===== config.mk =====
export PLATFORM = sky130hd
export DESIGN_NAME = aes_dec_top
export DESIGN_NICKNAME = d
export VERILOG_FILES = /design/src/rtl/aes_dec_pkg.sv /design/src/rtl/aes_dec_top.sv /design/src/rtl/result_output.sv /design/src/rtl/inv_round_datapath.sv /design/src/rtl/round_control.sv /design/src/rtl/block_capture.sv /design/src/rtl/inv_sbox_rom.sv
export VERILOG_INCLUDE_DIRS = /design/src /design/src/rtl
export SDC_FILE = /design/constraint.sdc
export NUM_CORES = 2
export LEC_CHECK = 0
export BUFFER_PORTS_ARGS = -buffer_cell sky130_fd_sc_hd__buf_4
export CAP_MARGIN = 0
export CORE_ASPECT_RATIO = 0.75
export CORE_UTILIZATION = 35
export DETAILED_ROUTE_END_ITERATION = 7
export HOLD_SLACK_MARGIN = 0.12
export PLACE_DENSITY = 0.66
export RECOVER_POWER = 50
export SYNTH_ARGS = -nofsm -noshare
export SYNTH_HDL_FRONTEND = slang
export SYNTH_SLANG_ARGS = --single-unit

===== constraint.sdc =====
create_clock -name clk -period 7.1 [get_ports clk]
set_input_delay 0.71 -clock clk [delete_from_list [all_inputs] [get_ports clk]]
set_output_delay 0.71 -clock clk [all_outputs]
set_load 0.005 [all_outputs]

===== src/rtl/aes_dec_params.svh =====
//------------------
// Build constants of the AES-256 decryption core.
// Pulled in by the package, the RTL and the testbench files.
//------------------
`ifndef AES_DEC_PARAMS_SVH
`define AES_DEC_PARAMS_SVH

// Rounds after the initial AddRoundKey
`define AES_NUM_ROUNDS   14

// Bytes per 128-bit state
`define AES_BLOCK_BYTES  16

// Round key index 0..14
`define AES_KEY_ADDR_W   4

// Cycles from an accepted in_valid to out_valid
`define AES_LATENCY      282

`endif

===== src/rtl/aes_dec_pkg.sv =====
//------------------
// Types and inverse-round helpers for the AES-256 decryption core.
// Imported by every RTL module except the S-box ROM.
//------------------
`include "aes_dec_params.svh"

package aes_dec_pkg;

    typedef logic [7:0] byte_t;

    // Byte 4*c+r holds row r of column c, byte i sits at bits [8i+7:8i]
    typedef byte_t [`AES_BLOCK_BYTES-1:0] state_t;

    // Datapath operation code
    typedef enum logic [2:0]
    {
        op_hold,
        op_load,
        op_add_key,
        op_inv_shift,
        op_sub_byte,
        op_inv_mix
    } round_op_e;

    // Round sequencer states
    typedef enum logic [2:0]
    {
        st_idle,
        st_shift,
        st_sub,
        st_add,
        st_mix,
        st_done
    } ctrl_state_e;

    // Product in GF(2^8), polynomial x^8+x^4+x^3+x+1
    function automatic byte_t gf_mul(input byte_t a, input byte_t b);
        byte_t acc;
        byte_t x;
        acc = 8'h00;
        x = a;
        for (int i = 0; i < 8; i++)
        begin
            if (b[i])
                acc = acc ^ x;
            // xtime
            x = {x[6:0], 1'b0} ^ (x[7] ? 8'h1b : 8'h00);
        end
        return acc;
    endfunction

    // One column through the inverse mix matrix, row r in bits [8r+7:8r]
    function automatic logic [31:0] inv_mix_column(input logic [31:0] col);
        byte_t a0, a1, a2, a3;
        logic [31:0] res;
        a0 = col[7:0];
        a1 = col[15:8];
        a2 = col[23:16];
        a3 = col[31:24];
        res[7:0]   = gf_mul(a0, 8'h0e) ^ gf_mul(a1, 8'h0b) ^ gf_mul(a2, 8'h0d) ^ gf_mul(a3, 8'h09);
        res[15:8]  = gf_mul(a0, 8'h09) ^ gf_mul(a1, 8'h0e) ^ gf_mul(a2, 8'h0b) ^ gf_mul(a3, 8'h0d);
        res[23:16] = gf_mul(a0, 8'h0d) ^ gf_mul(a1, 8'h09) ^ gf_mul(a2, 8'h0e) ^ gf_mul(a3, 8'h0b);
        res[31:24] = gf_mul(a0, 8'h0b) ^ gf_mul(a1, 8'h0d) ^ gf_mul(a2, 8'h09) ^ gf_mul(a3, 8'h0e);
        return res;
    endfunction

    // Row r rotates right by r columns
    function automatic state_t inv_shift_rows(input state_t s);
        state_t res;
        for (int c = 0; c < 4; c++)
        begin
            for (int r = 0; r < 4; r++)
                res[4*c + r] = s[4*((c - r + 4) % 4) + r];
        end
        return res;
    endfunction

endpackage


===== src/rtl/aes_dec_top.sv =====
//------------------
// Iterative AES-256 decryption core.
// Pulse in_valid with a block while busy is low, serve key for key_addr
// in the same cycle, and collect out_data on the out_valid pulse.
//------------------
`include "aes_dec_params.svh"

module aes_dec_top
    import aes_dec_pkg::*;
(
    input  logic                        clk,
    input  logic                        resetn,
    input  logic                        in_valid,
    input  logic [127:0]                in_data,
    input  logic [127:0]                key,
    output logic [`AES_KEY_ADDR_W-1:0]  key_addr,
    output logic                        busy,
    output logic                        out_valid,
    output logic [127:0]                out_data
);

    // Capture to control and datapath
    logic       load;
    state_t     cap_state;

    // Control to datapath and output
    round_op_e  op;
    logic       done;

    // Datapath and S-box
    state_t     state;
    byte_t      sbox_addr;
    byte_t      sbox_data;

    // Input block and acceptance
    block_capture u_capture (
        .clk       (clk),
        .resetn    (resetn),
        .in_valid  (in_valid),
        .busy      (busy),
        .in_data   (in_data),
        .load      (load),
        .cap_state (cap_state)
    );

    // Round sequencing and key index
    round_control u_control (
        .clk      (clk),
        .resetn   (resetn),
        .load     (load),
        .op       (op),
        .key_addr (key_addr),
        .busy     (busy),
        .done     (done)
    );

    inv_round_datapath u_datapath (
        .clk       (clk),
        .resetn    (resetn),
        .op        (op),
        .cap_state (cap_state),
        .key       (key),
        .sbox_data (sbox_data),
        .sbox_addr (sbox_addr),
        .state     (state)
    );

    // One lookup per cycle, one cycle latency
    inv_sbox_rom u_sbox (
        .clk       (clk),
        .sbox_addr (sbox_addr),
        .sbox_data (sbox_data)
    );

    result_output u_output (
        .clk       (clk),
        .resetn    (resetn),
        .done      (done),
        .state     (state),
        .out_valid (out_valid),
        .out_data  (out_data)
    );

endmodule


===== src/rtl/result_output.sv =====
//------------------
// Output side of the decryption core.
// Takes the final state on done and returns it as a 128-bit block,
// flagged by a single out_valid cycle; the block holds until the next.
//------------------
`include "aes_dec_params.svh"

module result_output
    import aes_dec_pkg::*;
(
    input  logic         clk,
    input  logic         resetn,
    input  logic         done,
    input  state_t       state,
    output logic         out_valid,
    output logic [127:0] out_data
);

    localparam int num_cols = `AES_BLOCK_BYTES / 4;

    always_ff @(posedge clk or negedge resetn)
    begin
        if (!resetn)
        begin
            out_valid <= 1'b0;
            out_data  <= '0;
        end
        else
        begin
            // One-cycle pulse
            out_valid <= done;
            if (done)
            begin
                // Same byte order as the input block
                for (int c = 0; c < num_cols; c++)
                begin
                    for (int r = 0; r < 4; r++)
                        out_data[32*c + 8*r +: 8] <= state[4*c + r];
                end
            end
        end
    end

endmodule


===== src/rtl/inv_round_datapath.sv =====
//------------------
// State register and inverse round operations of the decryption core.
// Each cycle applies the operation selected by op; substitution streams
// the state through the external S-box ROM one byte per cycle.
//------------------
`include "aes_dec_params.svh"

module inv_round_datapath
    import aes_dec_pkg::*;
(
    input  logic         clk,
    input  logic         resetn,
    input  round_op_e    op,
    input  state_t       cap_state,
    input  logic [127:0] key,
    input  byte_t        sbox_data,
    output byte_t        sbox_addr,
    output state_t       state
);

    localparam int num_cols = `AES_BLOCK_BYTES / 4;

    state_t key_state;
    state_t shifted;
    state_t mixed;
    state_t rotated;

    // Round key in the same byte order as the state
    assign key_state = key;

    assign shifted = inv_shift_rows(state);

    // Inverse mix, column by column
    always_comb
    begin
        for (int c = 0; c < num_cols; c++)
            mixed[4*c + 0 +: 4] = inv_mix_column(state[4*c +: 4]);
    end

    // Byte 0 leaves toward the ROM, the substituted byte enters at the top
    // The first byte in is stale and has left again after 17 cycles
    assign rotated = {sbox_data, state[`AES_BLOCK_BYTES-1:1]};

    assign sbox_addr = state[0];

    always_ff @(posedge clk or negedge resetn)
    begin
        if (!resetn)
            state <= '0;
        else
        begin
            case (op)
                // New block plus initial round key
                op_load:
                    state <= cap_state ^ key_state;
                op_add_key:
                    state <= state ^ key_state;
                op_inv_shift:
                    state <= shifted;
                op_sub_byte:
                    state <= rotated;
                op_inv_mix:
                    state <= mixed;
                default:
                    state <= state;
            endcase
        end
    end

endmodule


===== src/rtl/round_control.sv =====
//------------------
// Round sequencer of the decryption core.
// Started by load, it issues one datapath operation per cycle, walks the
// round keys from the top index down and flags done after the last round.
//------------------
`include "aes_dec_params.svh"

module round_control
    import aes_dec_pkg::*;
(
    input  logic                        clk,
    input  logic                        resetn,
    input  logic                        load,
    output round_op_e                   op,
    output logic [`AES_KEY_ADDR_W-1:0]  key_addr,
    output logic                        busy,
    output logic                        done
);

    localparam logic [`AES_KEY_ADDR_W-1:0] last_round = `AES_NUM_ROUNDS;
    // 16 bytes plus one cycle of ROM latency
    localparam logic [4:0] last_byte = `AES_BLOCK_BYTES;

    ctrl_state_e                 fsm;
    ctrl_state_e                 fsm_next;
    logic [`AES_KEY_ADDR_W-1:0]  round;
    logic [4:0]                  byte_cnt;

    // Next state
    always_comb
    begin
        fsm_next = fsm;
        case (fsm)
            st_idle:
            begin
                if (load)
                    fsm_next = st_shift;
            end
            st_shift:
                fsm_next = st_sub;
            st_sub:
            begin
                if (byte_cnt == last_byte)
                    fsm_next = st_add;
            end
            st_add:
            begin
                // No inverse mix in the final round
                if (round == last_round)
                    fsm_next = st_done;
                else
                    fsm_next = st_mix;
            end
            st_mix:
                fsm_next = st_shift;
            st_done:
                fsm_next = st_idle;
            default:
                fsm_next = st_idle;
        endcase
    end

    always_ff @(posedge clk or negedge resetn)
    begin
        if (!resetn)
        begin
            fsm      <= st_idle;
            round    <= '0;
            byte_cnt <= '0;
        end
        else
        begin
            fsm <= fsm_next;

            // Round 1 starts after load, later rounds after inv_mix
            if (fsm == st_idle && load)
                round <= 1;
            else if (fsm == st_mix)
                round <= round + 1'b1;
            else if (fsm == st_done)
                round <= '0;

            // Substitution byte count
            if (fsm == st_sub)
                byte_cnt <= byte_cnt + 1'b1;
            else
                byte_cnt <= '0;
        end
    end

    // Load also folds in the initial round key
    always_comb
    begin
        case (fsm)
            st_idle:  op = load ? op_load : op_hold;
            st_shift: op = op_inv_shift;
            st_sub:   op = op_sub_byte;
            st_add:   op = op_add_key;
            st_mix:   op = op_inv_mix;
            default:  op = op_hold;
        endcase
    end

    // Keys are consumed from index 14 down to 0
    assign key_addr = last_round - round;

    // Busy from acceptance through the last add_key
    assign busy = load || (fsm != st_idle && fsm != st_done);
    assign done = (fsm == st_done);

endmodule


===== src/rtl/block_capture.sv =====
//------------------
// Input side of the decryption core.
// Takes a block when in_valid arrives while idle and presents it in
// state byte order, with a one-cycle load pulse.
//------------------
`include "aes_dec_params.svh"

module block_capture
    import aes_dec_pkg::*;
(
    input  logic         clk,
    input  logic         resetn,
    input  logic         in_valid,
    input  logic         busy,
    input  logic [127:0] in_data,
    output logic         load,
    output state_t       cap_state
);

    localparam int num_cols = `AES_BLOCK_BYTES / 4;

    logic accept;

    // Blocks offered during a run are dropped
    assign accept = in_valid && !busy;

    always_ff @(posedge clk or negedge resetn)
    begin
        if (!resetn)
            load <= 1'b0;
        else
            load <= accept;
    end

    // Column c is word c, row r is byte r of that word
    always_ff @(posedge clk)
    begin
        if (accept)
        begin
            for (int c = 0; c < num_cols; c++)
            begin
                for (int r = 0; r < 4; r++)
                    cap_state[4*c + r] <= in_data[32*c + 8*r +: 8];
            end
        end
    end

endmodule


===== src/rtl/inv_sbox_rom.sv =====
//------------------
// Inverse AES S-box, 256 bytes with a registered read port.
// Data for an address appears one clock after it is presented.
//------------------
module inv_sbox_rom
(
    input  logic       clk,
    input  logic [7:0] sbox_addr,
    output logic [7:0] sbox_data
);

    // Row-major, eight entries per line
    localparam logic [7:0] inv_sbox [256] = '{
        8'h52, 8'h09, 8'h6a, 8'hd5, 8'h30, 8'h36, 8'ha5, 8'h38,
        8'hbf, 8'h40, 8'ha3, 8'h9e, 8'h81, 8'hf3, 8'hd7, 8'hfb,
        8'h7c, 8'he3, 8'h39, 8'h82, 8'h9b, 8'h2f, 8'hff, 8'h87,
        8'h34, 8'h8e, 8'h43, 8'h44, 8'hc4, 8'hde, 8'he9, 8'hcb,
        8'h54, 8'h7b, 8'h94, 8'h32, 8'ha6, 8'hc2, 8'h23, 8'h3d,
        8'hee, 8'h4c, 8'h95, 8'h0b, 8'h42, 8'hfa, 8'hc3, 8'h4e,
        8'h08, 8'h2e, 8'ha1, 8'h66, 8'h28, 8'hd9, 8'h24, 8'hb2,
        8'h76, 8'h5b, 8'ha2, 8'h49, 8'h6d, 8'h8b, 8'hd1, 8'h25,
        8'h72, 8'hf8, 8'hf6, 8'h64, 8'h86, 8'h68, 8'h98, 8'h16,
        8'hd4, 8'ha4, 8'h5c, 8'hcc, 8'h5d, 8'h65, 8'hb6, 8'h92,
        8'h6c, 8'h70, 8'h48, 8'h50, 8'hfd, 8'hed, 8'hb9, 8'hda,
        8'h5e, 8'h15, 8'h46, 8'h57, 8'ha7, 8'h8d, 8'h9d, 8'h84,
        8'h90, 8'hd8, 8'hab, 8'h00, 8'h8c, 8'hbc, 8'hd3, 8'h0a,
        8'hf7, 8'he4, 8'h58, 8'h05, 8'hb8, 8'hb3, 8'h45, 8'h06,
        8'hd0, 8'h2c, 8'h1e, 8'h8f, 8'hca, 8'h3f, 8'h0f, 8'h02,
        8'hc1, 8'haf, 8'hbd, 8'h03, 8'h01, 8'h13, 8'h8a, 8'h6b,
        8'h3a, 8'h91, 8'h11, 8'h41, 8'h4f, 8'h67, 8'hdc, 8'hea,
        8'h97, 8'hf2, 8'hcf, 8'hce, 8'hf0, 8'hb4, 8'he6, 8'h73,
        8'h96, 8'hac, 8'h74, 8'h22, 8'he7, 8'had, 8'h35, 8'h85,
        8'he2, 8'hf9, 8'h37, 8'he8, 8'h1c, 8'h75, 8'hdf, 8'h6e,
        8'h47, 8'hf1, 8'h1a, 8'h71, 8'h1d, 8'h29, 8'hc5, 8'h89,
        8'h6f, 8'hb7, 8'h62, 8'h0e, 8'haa, 8'h18, 8'hbe, 8'h1b,
        8'hfc, 8'h56, 8'h3e, 8'h4b, 8'hc6, 8'hd2, 8'h79, 8'h20,
        8'h9a, 8'hdb, 8'hc0, 8'hfe, 8'h78, 8'hcd, 8'h5a, 8'hf4,
        8'h1f, 8'hdd, 8'ha8, 8'h33, 8'h88, 8'h07, 8'hc7, 8'h31,
        8'hb1, 8'h12, 8'h10, 8'h59, 8'h27, 8'h80, 8'hec, 8'h5f,
        8'h60, 8'h51, 8'h7f, 8'ha9, 8'h19, 8'hb5, 8'h4a, 8'h0d,
        8'h2d, 8'he5, 8'h7a, 8'h9f, 8'h93, 8'hc9, 8'h9c, 8'hef,
        8'ha0, 8'he0, 8'h3b, 8'h4d, 8'hae, 8'h2a, 8'hf5, 8'hb0,
        8'hc8, 8'heb, 8'hbb, 8'h3c, 8'h83, 8'h53, 8'h99, 8'h61,
        8'h17, 8'h2b, 8'h04, 8'h7e, 8'hba, 8'h77, 8'hd6, 8'h26,
        8'he1, 8'h69, 8'h14, 8'h63, 8'h55, 8'h21, 8'h0c, 8'h7d
    };

    // Registered lookup, maps onto a block ROM
    always_ff @(posedge clk)
    begin
        sbox_data <= inv_sbox[sbox_addr];
    end

endmodule


==> impl_metrics.toml <==
[timing]
drv_slew = 121
fin_ws_ps = 2650
timing.fmax_ghz = 0.225
fin_crit_sh = 0.627
fin_crit_ps = 4450
worst_slew_pin_slew_ps = 3320
setup_viol = 0
skew_ps = 28.1
finalSetupTns_ps = 0
rsz0062_at_grt = "false"
relSlewSlack = -1.21
final_hold_viol_count = 0

[route]
drt-pass1-iter-count = 8
wl_per_cell_um = 28.3
post-route-drc-count = 32
vias = 26610
first_iter_violations = 4200
via_per_inst = 5.85
drt-total-wl_mm = 129
antenna_left = 0

[place]
portBuffers = 392
hpwl_mm = 90.7
place.gp.congestion = 1.05
pre_cts_slack_ps = 3520

[synthesis]
synth_ff_type = "dfrtp_1"
synth_top_area_share = 0.218
ys_warn_count = 0
synthTopCellsByArea = "dfrtp_1 (22%), xnor2_1 (16%), edfxtp_1 (12%), xnor3_1 (7.8%), nand2_1 (6.0%)"
synth_edf_count = 128
syn-num-nets = 3450
yosysTopAreaCell = "dfrtp_1"
ys_async_sr_fraction = 0.665
synth-seq-cells = 406
yosysSeqAreaShare = 0.348
yosysUniqueCellTypes = 79
synthCells = 3168
netlist_area_um2 = 30900
synth.avg_cell_area_um2 = 9.77

[setup_path]
cpMaxStageDelayCell = "clkbuf_2"
cp_num_buf_inv = 3
path_cells = "dlygate4sd3_1 -> buf_8 -> clkbuf_2"
crit_required_ps = 7080
crit_type = "in -> async"
r2r-start = "u_datapath.sbox_addr[1]"
critical_path.top_delay_family = "buffers and inverters"
cpPeakStageDelay_ps = 2330
ff2ff_setup_slack_ps = 3290
cp_max_fo = 120
cp.arrival_ps = 4430
reg2reg_depth = 8
critPathLaunchType = "primary input"
end_kind = "asynchronous set/reset pin"
r2r_end = "u_sbox.sbox_data[3]"

[floorplan]
dieArea_um2 = 89600
chipWidth_um = 345
initial_utilization = 0.353
die_h_um = 259
num_rows = 94
coreArea_um2 = 87600
io_pins = 393

[layout]
drive_gt1_frac = 0.162
most-common-layout-cells = "xnor2_1 (578), nand2_1 (493), dfrtp_1 (268)"
layout_commonest_cell = "xnor2_1"
nets = 3633
utilization = 0.411
syn_to_final_growth_pct = 16.4

[job]
drv_cap = 1

[clocking]
cts_tree = "yes"
cts-resized-gates = 0
clock_latency_ps = 640
clock-root-buffer = "clkbuf_16"
numCtsBuffers = 49
clock_path_buffers = 3
clock_sinks = 406
cts.clk_slew.worst_paths_ps = 60
htreeDepth = 2

[global_route]
first_global_vias = 25386
grt.overflow.total = 0
antenna_found_initial = 6
grt_use_total = 0.280
grt_pass1_wl_mm = 184
grt_max_degree = 130

[min_path]
hold_path.class = "in -> reg"
min_from = "in_data[96]"
hold_end = "u_capture.cap_state[96]"
hold-path-cell-count = 1

[run_status]
violations = "DRC, capacitance limit, slew limit"
status = "complete, but fails checks"
[through the flow]
stage	instances	hold slack, ps	area, µm²
final	4546	270	36000
after global routing	4544	258	36000
after CTS	4544	220	36200
after detailed placement	4451	464	34400
after global placement	4451	461	34400
after floorplan	3168	414	30900
[area by class of cell]
cell class / count / area [µm²]
flip-flops and latches: 406 / 10800
well taps: 1152 / 1440
inverters: 22 / 85.1
multi-input cells: 2421 / 18700
fillers: 8623 / 51600
clock inverters: 30 / 354
repair buffers: 451 / 3280
clock buffers: 62 / 1350
diodes: 2 / 5.00
[sequential cells by signal, summed over array words and instances, names as in the netlist]
register	count
u_control.byte_cnt	5
u_control.round	4
u_control.fsm	3
u_output.out_valid	1
u_sbox.sbox_data	8
u_datapath.state	120
u_capture.load	1
u_output.out_data	128
u_datapath.sbox_addr	8
u_capture.cap_state	128
[synth_stat cells (4+ instances only)]
master / instances
and3_1: 6
a311o_1: 5
edfxtp_1: 128
xnor2_1: 578
xnor3_1: 107
o21ai_0: 82
nand3b_1: 6
a311oi_1: 11
a21o_1: 6
xor2_1: 156
a221o_1: 5
clkbuf_1: 166
buf_2: 113
dfrtp_1: 270
a211oi_1: 15
nand2b_1: 21
o211ai_1: 15
xnor2_2: 12
or2_2: 9
nor2b_1: 22
inv_1: 19
nor3_1: 33
a22oi_1: 12
nand3_1: 24
buf_1: 23
and2_1: 16
a31oi_1: 77
nor2_1: 182
o221ai_1: 20
o22ai_1: 8
nand2_1: 494
ha_1: 23
a211o_1: 7
buf_4: 14
a221oi_1: 42
mux2i_1: 125
xor2_2: 4
a222oi_1: 76
or3_1: 9
a21oi_1: 94
o21a_1: 26
o31ai_1: 9
dfxtp_1: 8
o311ai_0: 17
xor3_1: 14
[how the worst max path moves through the flow]
stage / start / slack, ps / end / cells after the start
final: resetn / 2650 / u_output.out_data[68] / 3
after global routing: resetn / 2040 / u_output.out_data[67] / 3
after CTS: u_datapath.sbox_addr[1] / 3500 / u_sbox.sbox_data[3] / 9
after detailed placement: u_datapath.sbox_addr[1] / 3520 / u_sbox.sbox_data[3] / 9
after global placement: u_datapath.sbox_addr[1] / 3450 / u_sbox.sbox_data[3] / 8
after floorplan: u_control.fsm[1] / 2130 / u_capture.cap_state[0] / 4
[layer usage]
| layer | track usage | vias up | part of all wire |
|---|---|---|---|
| met5 | 0 | - | 0.00039 |
| met4 | 0.0941 | 8 | 0.037 |
| met3 | 0.0853 | 260 | 0.14 |
| met2 | 0.395 | 1884 | 0.41 |
| met1 | 0.402 | 13116 | 0.41 |
| li1 | - | 11342 | - |
[kinds of logic (layout without fill, tap and decap cells)]
kind of cell | count (synthesis) | in the layout | share of synthesized area
buf+inv | 341 | 565 | 0.0480
flops | 406 | 406 | 0.348
xor+xnor | 877 | 877 | 0.310
other cells | 0 | 2 | 0
fa+ha+maj | 23 | 23 | 0.00930
mux | 130 | 130 | 0.0433
simple gates | 833 | 833 | 0.112
compound gates | 558 | 558 | 0.130
[repair_timing]
item | CTS | global route
setup endpoints to repair | 0 | 0
endpoints found under the hold margin | 5 | 0
hold buffers | 1 | 0
buffers inserted | 0 | 0
Power is left out: the tool's default activity adds up to more than one toggle a clock period on the data nets, which glitch-free logic cannot reach.
